### config.mk
export PLATFORM = sky130hd
export DESIGN_NAME = noc_block_null_source
export DESIGN_NICKNAME = d
export VERILOG_FILES = /design/src/source/nullsrc_pkg.sv /design/src/source/axis_if.sv /design/src/source/settings_regs.sv /design/src/source/null_source.sv /design/src/source/stream_sink_counter.sv /design/src/source/noc_block_null_source.sv
export VERILOG_INCLUDE_DIRS = /design/src /design/src/source
export SDC_FILE = /design/constraint.sdc
export NUM_CORES = 1
export LEC_CHECK = 0
export BUFFER_PORTS_ARGS = -buffer_cell sky130_fd_sc_hd__buf_4
export CORE_AREA = 2 2 133 200
export DETAILED_ROUTE_END_ITERATION = 6
export DIE_AREA = 0 0 135 202
export HOLD_SLACK_MARGIN = 0.02
export PLACE_DENSITY = 0.83
export SLEW_MARGIN = 10
export SYNTH_ARGS = -nofsm -noshare
export SYNTH_HDL_FRONTEND = slang
export SYNTH_SLANG_ARGS = --single-unit
### constraint.sdc
create_clock -name i_ce_clk -period 3.6 [get_ports i_ce_clk]
set_input_delay 0.36 -clock i_ce_clk [delete_from_list [all_inputs] [get_ports i_ce_clk]]
set_output_delay 0.36 -clock i_ce_clk [all_outputs]
set_load 0.02 [all_outputs]
### src/source/nullsrc_cfg.svh
`ifndef NULLSRC_CFG_SVH
`define NULLSRC_CFG_SVH

// Bus widths
`define NS_DATA_W 64
`define NS_ADDR_W 8
`define NS_APB_W 32

`define NS_NOC_ID 64'hDEAD_BEEF_0123_4567

// Word addresses of the register map
`define NS_REG_ID_LO 0
`define NS_REG_ID_HI 1
`define NS_BASE 8
`define NS_REG_CTRL (`NS_BASE + 0)
`define NS_REG_LINES (`NS_BASE + 1)
`define NS_REG_RATE (`NS_BASE + 2)
`define NS_REG_SID (`NS_BASE + 3)
`define NS_REG_SRC_PKTS (`NS_BASE + 4)
`define NS_REG_SINK_PKTS (`NS_BASE + 5)
`define NS_REG_SINK_WORDS (`NS_BASE + 6)

// Field widths of the generator settings
`define NS_LINES_W 12
`define NS_RATE_W 16

`endif

### src/source/nullsrc_pkg.sv
`include "nullsrc_cfg.svh"

package nullsrc_pkg;

  ////////////////////////////////////////////////////////////////////////////
  //
  // Generator settings, register block to null source
  //
  ////////////////////////////////////////////////////////////////////////////
  typedef struct packed {
    logic                   enable;
    logic [`NS_LINES_W-1:0] lines;
    logic [`NS_RATE_W-1:0]  rate;
    logic [31:0]            sid;
  } ns_settings_t;

  ////////////////////////////////////////////////////////////////////////////
  //
  // Sink statistics, sink counter to register block
  //
  ////////////////////////////////////////////////////////////////////////////
  typedef struct packed {
    logic [31:0] pkts;
    logic [31:0] words;
  } ns_sink_stat_t;

endpackage

### src/source/axis_if.sv
`timescale 1ns/1ps

`include "nullsrc_cfg.svh"

interface axis_if;

  logic [`NS_DATA_W-1:0] tdata;
  logic                  tlast;
  logic                  tvalid;
  logic                  tready;

  // Stream master side
  modport src (
    output tdata, tlast, tvalid,
    input  tready
  );

  // Stream slave side, only the ready is driven
  modport snk (
    input  tdata, tlast, tvalid,
    output tready
  );

endinterface

### src/source/settings_regs.sv
`timescale 1ns/1ps

`include "nullsrc_cfg.svh"

module settings_regs
  import nullsrc_pkg::*;
(
  input  logic                  i_ce_clk,
  input  logic                  i_rst_n,
  input  logic                  i_psel,
  input  logic                  i_penable,
  input  logic                  i_pwrite,
  input  logic [`NS_ADDR_W-1:0] i_paddr,
  input  logic [`NS_APB_W-1:0]  i_pwdata,
  input  logic [31:0]           i_src_pkts,
  input  ns_sink_stat_t         i_sink_stat,
  output logic [`NS_APB_W-1:0]  o_prdata,
  output logic                  o_pready,
  output logic                  o_pslverr,
  output ns_settings_t          o_settings
);

  localparam logic [63:0] NOC_ID = `NS_NOC_ID;

  localparam logic [`NS_ADDR_W-1:0] A_ID_LO      = `NS_REG_ID_LO;
  localparam logic [`NS_ADDR_W-1:0] A_ID_HI      = `NS_REG_ID_HI;
  localparam logic [`NS_ADDR_W-1:0] A_CTRL       = `NS_REG_CTRL;
  localparam logic [`NS_ADDR_W-1:0] A_LINES      = `NS_REG_LINES;
  localparam logic [`NS_ADDR_W-1:0] A_RATE       = `NS_REG_RATE;
  localparam logic [`NS_ADDR_W-1:0] A_SID        = `NS_REG_SID;
  localparam logic [`NS_ADDR_W-1:0] A_SRC_PKTS   = `NS_REG_SRC_PKTS;
  localparam logic [`NS_ADDR_W-1:0] A_SINK_PKTS  = `NS_REG_SINK_PKTS;
  localparam logic [`NS_ADDR_W-1:0] A_SINK_WORDS = `NS_REG_SINK_WORDS;

  logic                  access;
  logic                  mapped;
  logic                  read_only;
  logic                  wr_en;
  logic [`NS_APB_W-1:0]  rd_data;

  logic                  ctrl_en;
  logic [`NS_LINES_W-1:0] lines_q;
  logic [`NS_RATE_W-1:0]  rate_q;
  logic [31:0]           sid_q;

  // Zero wait states, every access phase completes
  assign access = i_psel && i_penable;

  ////////////////////////////////////////////////////////////////////////////
  //
  // Address decode and read mux
  //
  ////////////////////////////////////////////////////////////////////////////
  always_comb begin
    mapped    = 1'b1;
    read_only = 1'b0;
    rd_data   = '0;
    case (i_paddr)
      A_ID_LO:      begin rd_data = NOC_ID[31:0];  read_only = 1'b1; end
      A_ID_HI:      begin rd_data = NOC_ID[63:32]; read_only = 1'b1; end
      A_CTRL:       rd_data = {{(`NS_APB_W-1){1'b0}}, ctrl_en};
      A_LINES:      rd_data = {{(`NS_APB_W-`NS_LINES_W){1'b0}}, lines_q};
      A_RATE:       rd_data = {{(`NS_APB_W-`NS_RATE_W){1'b0}}, rate_q};
      A_SID:        rd_data = sid_q;
      A_SRC_PKTS:   begin rd_data = i_src_pkts;        read_only = 1'b1; end
      A_SINK_PKTS:  begin rd_data = i_sink_stat.pkts;  read_only = 1'b1; end
      A_SINK_WORDS: begin rd_data = i_sink_stat.words; read_only = 1'b1; end
      default:      mapped = 1'b0;
    endcase
  end

  assign wr_en     = access && i_pwrite && mapped && !read_only;
  assign o_pready  = access;
  assign o_pslverr = access && (!mapped || (i_pwrite && read_only));
  assign o_prdata  = access ? rd_data : '0;

  // Control fields, masked to their widths on write
  always_ff @(posedge i_ce_clk or negedge i_rst_n) begin
    if (!i_rst_n) begin
      ctrl_en <= 1'b0;
      lines_q <= '0;
      rate_q  <= '0;
      sid_q   <= '0;
    end else if (wr_en) begin
      case (i_paddr)
        A_CTRL:  ctrl_en <= i_pwdata[0];
        A_LINES: lines_q <= i_pwdata[`NS_LINES_W-1:0];
        A_RATE:  rate_q  <= i_pwdata[`NS_RATE_W-1:0];
        A_SID:   sid_q   <= i_pwdata;
        default: ;
      endcase
    end
  end

  assign o_settings.enable = ctrl_en;
  assign o_settings.lines  = lines_q;
  assign o_settings.rate   = rate_q;
  assign o_settings.sid    = sid_q;

endmodule

### src/source/null_source.sv
`timescale 1ns/1ps

`include "nullsrc_cfg.svh"

module null_source
  import nullsrc_pkg::*;
(
  input  logic         i_ce_clk,
  input  logic         i_rst_n,
  input  ns_settings_t i_settings,
  axis_if.src          m_axis,
  output logic [31:0]  o_src_pkts
);

  typedef enum logic [1:0] {
    S_IDLE,
    S_HEADER,
    S_PAYLOAD,
    S_GAP
  } state_t;

  state_t                 state;
  logic                   en_q;
  logic [`NS_LINES_W-1:0] lat_lines;
  logic [`NS_RATE_W-1:0]  lat_rate;
  logic [31:0]            lat_sid;
  logic [`NS_LINES_W-1:0] line_cnt;
  logic [`NS_RATE_W-1:0]  gap_cnt;
  logic [31:0]            pkt_cnt;
  logic                   is_hdr;
  logic                   is_pay;
  logic                   beat_xfer;
  logic                   last_xfer;
  logic                   start_pkt;

  assign is_hdr    = (state == S_HEADER);
  assign is_pay    = (state == S_PAYLOAD);
  assign beat_xfer = m_axis.tvalid && m_axis.tready;
  assign last_xfer = beat_xfer && m_axis.tlast;

  // Next cycle begins a new header
  always_comb begin
    case (state)
      S_IDLE:  start_pkt = en_q;
      S_GAP:   start_pkt = en_q && (gap_cnt == '0);
      default: start_pkt = last_xfer && (lat_rate == '0) && en_q;
    endcase
  end

  ////////////////////////////////////////////////////////////////////////////
  //
  // Packet FSM
  //
  ////////////////////////////////////////////////////////////////////////////
  always_ff @(posedge i_ce_clk or negedge i_rst_n) begin
    if (!i_rst_n) begin
      state    <= S_IDLE;
      en_q     <= 1'b0;
      line_cnt <= '0;
      gap_cnt  <= '0;
    end else begin
      // Extra stage on enable delays the first header by one cycle
      en_q <= i_settings.enable;
      case (state)
        S_IDLE: begin
          if (start_pkt) state <= S_HEADER;
        end
        S_HEADER, S_PAYLOAD: begin
          if (last_xfer) begin
            if (lat_rate != '0) begin
              state   <= S_GAP;
              gap_cnt <= lat_rate - 1'b1;
            end else begin
              state <= start_pkt ? S_HEADER : S_IDLE;
            end
          end else if (beat_xfer) begin
            state    <= S_PAYLOAD;
            line_cnt <= is_hdr ? {{(`NS_LINES_W-1){1'b0}}, 1'b1} : line_cnt + 1'b1;
          end
        end
        default: begin
          if (gap_cnt == '0) state <= start_pkt ? S_HEADER : S_IDLE;
          else gap_cnt <= gap_cnt - 1'b1;
        end
      endcase
    end
  end

  // Settings sampled once per packet
  always_ff @(posedge i_ce_clk or negedge i_rst_n) begin
    if (!i_rst_n) begin
      lat_lines <= '0;
      lat_rate  <= '0;
      lat_sid   <= '0;
    end else if (start_pkt) begin
      lat_lines <= i_settings.lines;
      lat_rate  <= i_settings.rate;
      lat_sid   <= i_settings.sid;
    end
  end

  // Sequence number doubles as the sent packet count
  always_ff @(posedge i_ce_clk or negedge i_rst_n) begin
    if (!i_rst_n) pkt_cnt <= '0;
    else if (last_xfer) pkt_cnt <= pkt_cnt + 1'b1;
  end

  assign m_axis.tvalid = is_hdr || is_pay;
  assign m_axis.tlast  = is_hdr ? (lat_lines == '0) : (is_pay && (line_cnt == lat_lines));
  assign m_axis.tdata  = {pkt_cnt, is_hdr ? lat_sid : {{(32-`NS_LINES_W){1'b0}}, line_cnt}};
  assign o_src_pkts    = pkt_cnt;

endmodule

### src/source/stream_sink_counter.sv
`timescale 1ns/1ps

module stream_sink_counter
  import nullsrc_pkg::*;
(
  input  logic          i_ce_clk,
  input  logic          i_rst_n,
  axis_if.snk           s_axis,
  output ns_sink_stat_t o_stat
);

  logic        ready_q;
  logic        beat;
  logic [31:0] pkt_cnt;
  logic [31:0] word_cnt;

  // Data is dropped, only the handshake matters
  assign beat = s_axis.tvalid && ready_q;

  // Ready rises after reset and stays up
  always_ff @(posedge i_ce_clk or negedge i_rst_n) begin
    if (!i_rst_n) ready_q <= 1'b0;
    else ready_q <= 1'b1;
  end

  ////////////////////////////////////////////////////////////////////////////
  //
  // Word and packet counters, wrapping at 32 bits
  //
  ////////////////////////////////////////////////////////////////////////////
  always_ff @(posedge i_ce_clk or negedge i_rst_n) begin
    if (!i_rst_n) begin
      pkt_cnt  <= '0;
      word_cnt <= '0;
    end else if (beat) begin
      word_cnt <= word_cnt + 1'b1;
      if (s_axis.tlast) pkt_cnt <= pkt_cnt + 1'b1;
    end
  end

  assign s_axis.tready = ready_q;
  assign o_stat.pkts   = pkt_cnt;
  assign o_stat.words  = word_cnt;

endmodule

### src/source/noc_block_null_source.sv
`timescale 1ns/1ps

`include "nullsrc_cfg.svh"

module noc_block_null_source
  import nullsrc_pkg::*;
(
  input  logic                  i_ce_clk,
  input  logic                  i_rst_n,
  // APB slave
  input  logic                  i_psel,
  input  logic                  i_penable,
  input  logic                  i_pwrite,
  input  logic [`NS_ADDR_W-1:0] i_paddr,
  input  logic [`NS_APB_W-1:0]  i_pwdata,
  output logic [`NS_APB_W-1:0]  o_prdata,
  output logic                  o_pready,
  output logic                  o_pslverr,
  // Input stream, always drained
  input  logic [`NS_DATA_W-1:0] i_tdata,
  input  logic                  i_tlast,
  input  logic                  i_tvalid,
  output logic                  o_tready,
  // Output stream from the generator
  output logic [`NS_DATA_W-1:0] o_tdata,
  output logic                  o_tlast,
  output logic                  o_tvalid,
  input  logic                  i_tready
);

  ns_settings_t  settings;
  ns_sink_stat_t sink_stat;
  logic [31:0]   src_pkts;

  axis_if src_bus ();
  axis_if snk_bus ();

  ////////////////////////////////////////////////////////////////////////////
  //
  // Stream port mapping
  //
  ////////////////////////////////////////////////////////////////////////////
  assign o_tdata        = src_bus.tdata;
  assign o_tlast        = src_bus.tlast;
  assign o_tvalid       = src_bus.tvalid;
  assign src_bus.tready = i_tready;

  assign snk_bus.tdata  = i_tdata;
  assign snk_bus.tlast  = i_tlast;
  assign snk_bus.tvalid = i_tvalid;
  assign o_tready       = snk_bus.tready;

  settings_regs settings_regs_i (
    .i_ce_clk(i_ce_clk), .i_rst_n(i_rst_n),
    .i_psel(i_psel), .i_penable(i_penable), .i_pwrite(i_pwrite),
    .i_paddr(i_paddr), .i_pwdata(i_pwdata),
    .i_src_pkts(src_pkts), .i_sink_stat(sink_stat),
    .o_prdata(o_prdata), .o_pready(o_pready), .o_pslverr(o_pslverr),
    .o_settings(settings));

  null_source null_source_i (
    .i_ce_clk(i_ce_clk), .i_rst_n(i_rst_n),
    .i_settings(settings), .m_axis(src_bus.src), .o_src_pkts(src_pkts));

  stream_sink_counter stream_sink_counter_i (
    .i_ce_clk(i_ce_clk), .i_rst_n(i_rst_n),
    .s_axis(snk_bus.snk), .o_stat(sink_stat));

endmodule

==> Word level (Yosys, flattened, before mapping) <==
Cells that the tools add are included.
{ "classes": {"n_addsub": 6, "n_eq_ne": 17, "n_mux": 19, "bitwise_logic": 2, "reduce_logical": 35} }
{ "op_table": {"columns": ["op", "n"], "rows": [
  ["case mux 32 bit (9 select lines)", 1],
  ["adder 32 x 1 -> 32 bit, second input constant", 3],
  ["two-way mux 32 bit", 2],
  ["equality test 8 x 4 -> 1 bit, second input constant", 7],
  ["two-way mux 16 bit", 3],
  ["logical NOT 16 bit", 2],
  ["case mux 16 bit (2 select lines)", 1],
  ["subtractor 16 x 1 -> 16 bit, second input constant", 2],
  ["nonzero test 16 bit", 1],
  ["logical AND 1 bit", 13],
  ["adder 12 x 1 -> 12 bit, second input constant", 1],
  ["equality test 12 bit", 1],
  ["logical NOT 12 bit", 1],
  ["two-way mux 12 bit", 1],
  ["two-way mux 2 bit", 5],
  ["AND reduction 2 bit", 5],
  ["OR reduction 9 bit", 1],
  ["equality test 8 x 1 -> 1 bit, second input constant", 1],
  ["logical NOT 8 bit", 1],
  ["inequality test 2 x 1 -> 1 bit, second input constant", 3],
  ["AND reduction 3 bit", 2],
  ["OR reduction 5 bit", 1],
  ["equality test 2 bit, second input constant", 2],
  ["two-way mux 1 bit", 4],
  ["12 further kinds", 15]
]} }
{ "word_totals": {"ff_bits": 249, "in_bits": 112, "out_inout_bits": 101} }

==> Longest topological paths before layout <==
{ "logic_depth": {"ltp_word": 11, "mapped_depth": 14} }

==> Cells and area by module <==
From an unflattened synthesis, not the netlist that was laid out.
{ "unflattened": {"cells_unflattened": 1328, "hier_area_um2": 13999.7} }
{ "modules_own_cells": {"columns": ["mod", "n_inst", "cells_per_inst", "area_each_um2", "seq_area_each_um2"], "rows": [
  ["null_source", 1, 690, 6905.4, 3078.0],
  ["settings_regs", 1, 375, 4141.5, 1526.5],
  ["stream_sink_counter", 1, 263, 2952.8, 1626.6]
]} }

==> Least setup slack after synthesis <==
No wires, ideal clock.
{ "synth_timing": {"path_kind": "flip-flop to flip-flop", "from": "reg null_source_i.state[0]", "to": "reg null_source_i.gap_cnt[14]", "setup_ns": 0.121, "t_arrival_ns": 4.001, "path_slack_ns": -0.522, "path_stages_with_launch": 15, "n_path_buf": 4, "synth_period_minus_slack_ns": 4.122, "path_cell_list": "dfrtp_1 -> inv_1 -> ha_1 -> clkbuf_1 -> clkbuf_1 -> clkbuf_1 -> buf_1 -> mux2i_1 -> ha_1 -> nor4b_1 -> o22ai_1 -> nor4_1 -> xnor2_1 -> a22oi_1 -> o22a_1"} }
{ "synth_via": {"elab_chain_cells": 6, "elab_cells_between_ends": 15} }
{ "synth_lines": {"columns": ["item", "line_no", "text"], "rows": [
  ["start: declaration", "null_source.sv:22", "state_t state;"],
  ["start signal: assignment", "null_source.sv:74", "state <= start_pkt ? S_HEADER : S_IDLE;"],
  ["start signal: assignment", "null_source.sv:82", "if (gap_cnt == '0) state <= start_pkt ? S_HEADER : S_IDLE;"],
  ["equality test 2 x 1 -> 1 bit or equality test 2 bit (tied branches)", "null_source.sv:36, null_source.sv:37", null],
  ["logical OR 1 bit *", "null_source.sv:108", "assign m_axis.tvalid = is_hdr || is_pay;"],
  ["net o_tvalid", "noc_block_null_source.sv:27", "output logic o_tvalid,"],
  ["logical AND 1 bit *", "null_source.sv:38", "assign beat_xfer = m_axis.tvalid && m_axis.tready;"],
  ["logical AND 1 bit *", "null_source.sv:39", "assign last_xfer = beat_xfer && m_axis.tlast;"],
  ["inequality test 2 x 1 -> 1 bit (no line) *", null, null],
  ["AND reduction 4 bit (no line) *", null, null],
  ["end signal: assignment", "null_source.sv:72", "gap_cnt <= lat_rate - 1'b1;"],
  ["end signal: assignment", "null_source.sv:83", "else gap_cnt <= gap_cnt - 1'b1;"],
  ["end: declaration", "null_source.sv:28", "logic [`NS_RATE_W-1:0] gap_cnt;"]
]} }
The timed path passes the listed nets; every way through them passes the cells marked *.
A chain may end at the register's enable or synchronous reset.

==> Worst setup path after layout <==
{ "layout_timing": {"from": "reg null_source_i.state[1]", "to": "reg null_source_i.lat_sid[1]"} }
{ "layout_via": {"elab_chain_cells": 7, "elab_cells_between_ends": 12} }
{ "layout_lines": {"columns": ["item", "line_no", "text"], "rows": [
  ["equality test 2 bit or equality test 2 x 1 -> 1 bit (tied branches)", "null_source.sv:37, null_source.sv:36", null],
  ["logical AND 1 bit or logical OR 1 bit (tied branches)", "null_source.sv:109, null_source.sv:108", null],
  ["two-way mux 1 bit or logical AND 1 bit (tied branches)", "null_source.sv:109, null_source.sv:38", null],
  ["logical AND 1 bit", "null_source.sv:39", null],
  ["logical AND 1 bit (2 in a row)", "null_source.sv:46", "default: start_pkt = last_xfer && (lat_rate == '0) && en_q;"],
  ["case mux 1 bit (2 select lines) *", "null_source.sv:43", "case (state)"],
  ["end signal: assignment", "null_source.sv:98", "lat_sid <= i_settings.sid;"],
  ["end: declaration", "null_source.sv:26", "logic [31:0] lat_sid;"]
]} }
Every way passes the cells marked *; elsewhere a longest branch is shown, timed or not.

==> results summary <==
The run finished with clean final reports. The total cell area at the placement stage is between 0.01 and 0.015 sq mm. The share of flip-flops with an asynchronous set or reset came out at 1.00.

In this run the deepest clock path goes through 3 buffers. The peak per-stage delay on the critical path is between 400 and 500 ps. The clock-pin slew on the worst setup and hold paths is 60 ps. The worst-case IR drop observed on VDD is between 0.3 and 0.4 mV.

The post-detailed-routing wire length came out at about 37 mm. The netlist area before placement is around 0.013 sq mm. The total of buffers placed on input and output ports is ~150. The first-pass iteration count of the detailed router came out at 6. Setup repair after global routing left no endpoint under its margin. The tree built by TritonCTS fans out to about 250 sinks. The final global-route overflow total came out at 0.

The worst hold path was traced through 2 stages. The number of nets in the synthesized netlist came out at about 1400. The worst setup path is of the reg2reg kind.

The violation count after the first detailed-routing iteration is 1134. The most common cell in the synthesized netlist is dfrtp_1. The count of max-cap constraint violations is 0.

The number of buffers added by the clock tree synthesis step is 24. The total number of cells along the worst setup path is 10. The number of global-route vias before repair came out at 10603. The floorplan die height came out at just over 200 um.

The number of DRC violations after detailed routing is 0. Static timing analysis puts the maximum clock frequency at 301 MHz. For this run, the post-layout net count is approximately 1500. The average wire length per cell after detail routing is approximately 21 um. The initial antenna violation count came out at 0. The post-synthesis area per instance came out at 10.5 sq um. During synthesis, Yosys emitted a total of 0 warnings. The synthesized netlist cell count came out at about 1200. The number of buffers and inverters on the critical path is 3. The critical path's top delay family is buffers and inverters. The TritonCTS clock tree is done. The cell depth of the worst flop-to-flop path came out at 10.

The number of distinct library cells after synthesis is slightly above 70. The number of H-tree levels is 1. The met2 usage came out at 0.481. The synthesized flop and latch total came out at 249. Once detail routing completed, the nets flagged for antenna violations numbered 0. After synthesis, the most frequently instantiated cells are dfrtp_1, nand2_1, mux2_2, xnor2_1, nor2_1. The first global-routing pass estimated 58.1 mm of wire. The layer flagged by global routing as most heavily used is met2. The number of vias per cell is between 6 and 7.

The part of the Yosys area used for sequential elements came out at 0.476. The number of pins with negative max-slew slack in the final report came out at 0. The share of Yosys cell area claimed by the top area cell type is 0.476. The initial standard-cell utilization of the core came out at 0.511. Power spread over the standard cell area amounts to ~540 mW/mm^2.

The post-cts repair resize count came out at 0. The leakage component of the power is ~7.2 nW. The global routing met1 resource utilization is 0.320. The root buffer selected by CTS is clkbuf_16. The setup TNS after final layout came out at 0 ps. The congestion estimate from routability-driven global placement came to about 0.96. Among all stages on the critical path, the largest delay is contributed by ha_1. The final period demand of the worst path is 3320 ps. The number of synthesized flops with an enable pin came out at 0. Between clock sinks in the finished design, the worst skew comes to around 19 ps. The core footprint is between 0.02 and 0.03 sq mm. The most used flip-flop cell after synthesis is dfrtp_1. Of all nets on the critical path, the largest fanout is 43.

The area enclosed by the die boundary came out at approximately 0.027 sq mm. The worst setup path is captured at a register. The total via count after detailed routing came out at approximately 11000. The overall fraction of global-route tracks in use came out at 0.270. The tightest min-delay check is of the in2reg type. The worst pin sits at a relative slew slack of 0.355. Dividing the final minimum period by the clock period gives 0.924. The count of standard-cell rows is roughly 70. STA classifies the critical path startpoint as a register. After synthesis, the cell types taking the most area are dfrtp_1, mux2_2, xnor2_1. The met3 demand-to-capacity share in global routing came out at 0.0369. The clock latency on the worst-skew pair is approximately 520 ps.

The total of endpoints with negative setup slack in the final report came out at 0. The signal on the critical path passes through inv_1, ha_1, buf_4, nand2_1, nor3_1, nand4_1, nand2_1, a41o_2, buf_4, mux2_2. The fraction of final layout cells sized beyond drive strength 1 came out at 0.259. The final instance area is 0.0154 sq mm. The die is 135 um wide. Data on the critical path is required at its endpoint by roughly 4000 ps. The number of top-level pins came out at roughly 210. The layout filler cell count came out at slightly above 2000. The total half-perimeter wirelength after legalization and detailed placement came out at ~27 mm.

For the worst setup path, the data arrival time is 3710 ps. At the pin with the least slew margin, the transition time is ~960 ps. Entering global routing, the biggest net connects 101 pins. The area growth from synthesis to layout is 17.6%. The number of endpoints with negative hold slack in the final report is 0.

The cell taking the most area after synthesis is dfrtp_1. The antenna diode count came out at 0.
==> layer usage <==
metal,vias to the layer above,wire (um)
met3,121,2270
met2,448,19400
met4,0,2010
met5,-,0
li1,4763,-
met1,5273,13400
==> flip-flops by register name, summed over array words and instances (netlist names), 16 cells and up <==
name,flops
settings_regs_i.rate_q,16
stream_sink_counter_i.pkt_cnt,32
settings_regs_i.sid_q,32
null_source_i.lat_rate,16
null_source_i.gap_cnt,16
null_source_i.o_src_pkts,32
stream_sink_counter_i.word_cnt,32
null_source_i.lat_sid,32
==> timing repair <==
action,CTS,global route
buffers inserted,0,0
hold buffers,1,0
endpoints found under the hold margin,96,0
==> worst reg2reg max path: cells and delay by family (launching register included) <==
family                   cells  cell delay (ps)
multiplexers                 1              430
AND/OR/NAND/NOR              4              760
AO/OA/AOI/OAI                1              210
flip-flops                   1              420
buffers and inverters        3              940
adder cells (fa/ha/maj)      1              430
==> placed cells by master, fill, tap and decap left out, types with 28 or more instances in the layout <==
cell type	n
buf_4	172
and2_1	29
nand3_1	51
and3_1	33
nor2_1	75
nand2_1	125
xor2_1	35
nor3_1	28
mux2i_1	45
a21oi_1	37
nand4_1	32
xnor2_1	81
dfrtp_1	249
o21ai_0	42
mux2_2	115
==> stage by stage <==
stage / power [W] / setup WS, ps / std cells / util / hold WS (ps)
global placement: 0.00572 / 441 / 1688 / 0.569 / 413
CTS: 0.00836 / 312 / 1733 / 0.601 / 64.4
finish: 0.00834 / 275 / 1733 / 0.601 / 75.9
floorplan: 0.00502 / 5.01 / 1243 / - / 64.4
detailed placement: 0.00581 / 332 / 1688 / 0.569 / 414
global route: 0.00874 / 56.6 / 1733 / 0.601 / 64.6
==> area by class of cell <==
type	instances	area [sq um]	share of cell area
flip-flops and latches	249	6230	0.405
clock inverters	9	83.8	0.00545
well taps	333	417	0.0271
repair buffers	175	1340	0.0869
inverters	18	67.6	0.00439
clock buffers	35	723	0.0470
multi-input cells	914	6530	0.424
==> kinds of logic (layout without fill, tap and decap cells) <==
| logic type | after synthesis | in the layout | share of synthesized area |
|---|---|---|---|
| DFF | 249 | 249 | 0.476 |
| muxes | 171 | 171 | 0.146 |
| AOI/OAI and AO/OA | 172 | 172 | 0.0904 |
| and+or+nand+nor | 444 | 444 | 0.174 |
| xor gates and xnor gates | 116 | 116 | 0.0776 |
| buffers and inverters | 80 | 237 | 0.0265 |
| other | 1 | 1 | 0.000287 |
| adders and majority gates | 10 | 10 | 0.00956 |
==> path summary, 6_finish.rpt <==
kind	startpoint	end	slack, ps
setup / recovery	null_source_i.state[1]	null_source_i.lat_sid[1]	280
hold / removal	i_pwdata[26]	settings_regs_i.sid_q[26]	80
setup reg to reg	null_source_i.state[1]	null_source_i.lat_sid[1]	280
hold reg to reg	settings_regs_i.ctrl_en	null_source_i.en_q	460
max in group asynchronous	i_rst_n	null_source_i.lat_lines[3]	2120
min in group asynchronous	i_rst_n	null_source_i.o_src_pkts[22]	460
==> power by group <==
| part | switching [W] | internal (W) |
|---|---|---|
| Sequential | 0.000329 | 0.00302 |
| Clock | 0.00109 | 0.00147 |
| Combinational | 0.00143 | 0.000995 |
No activity file was read; power rests on OpenSTA's default activity.
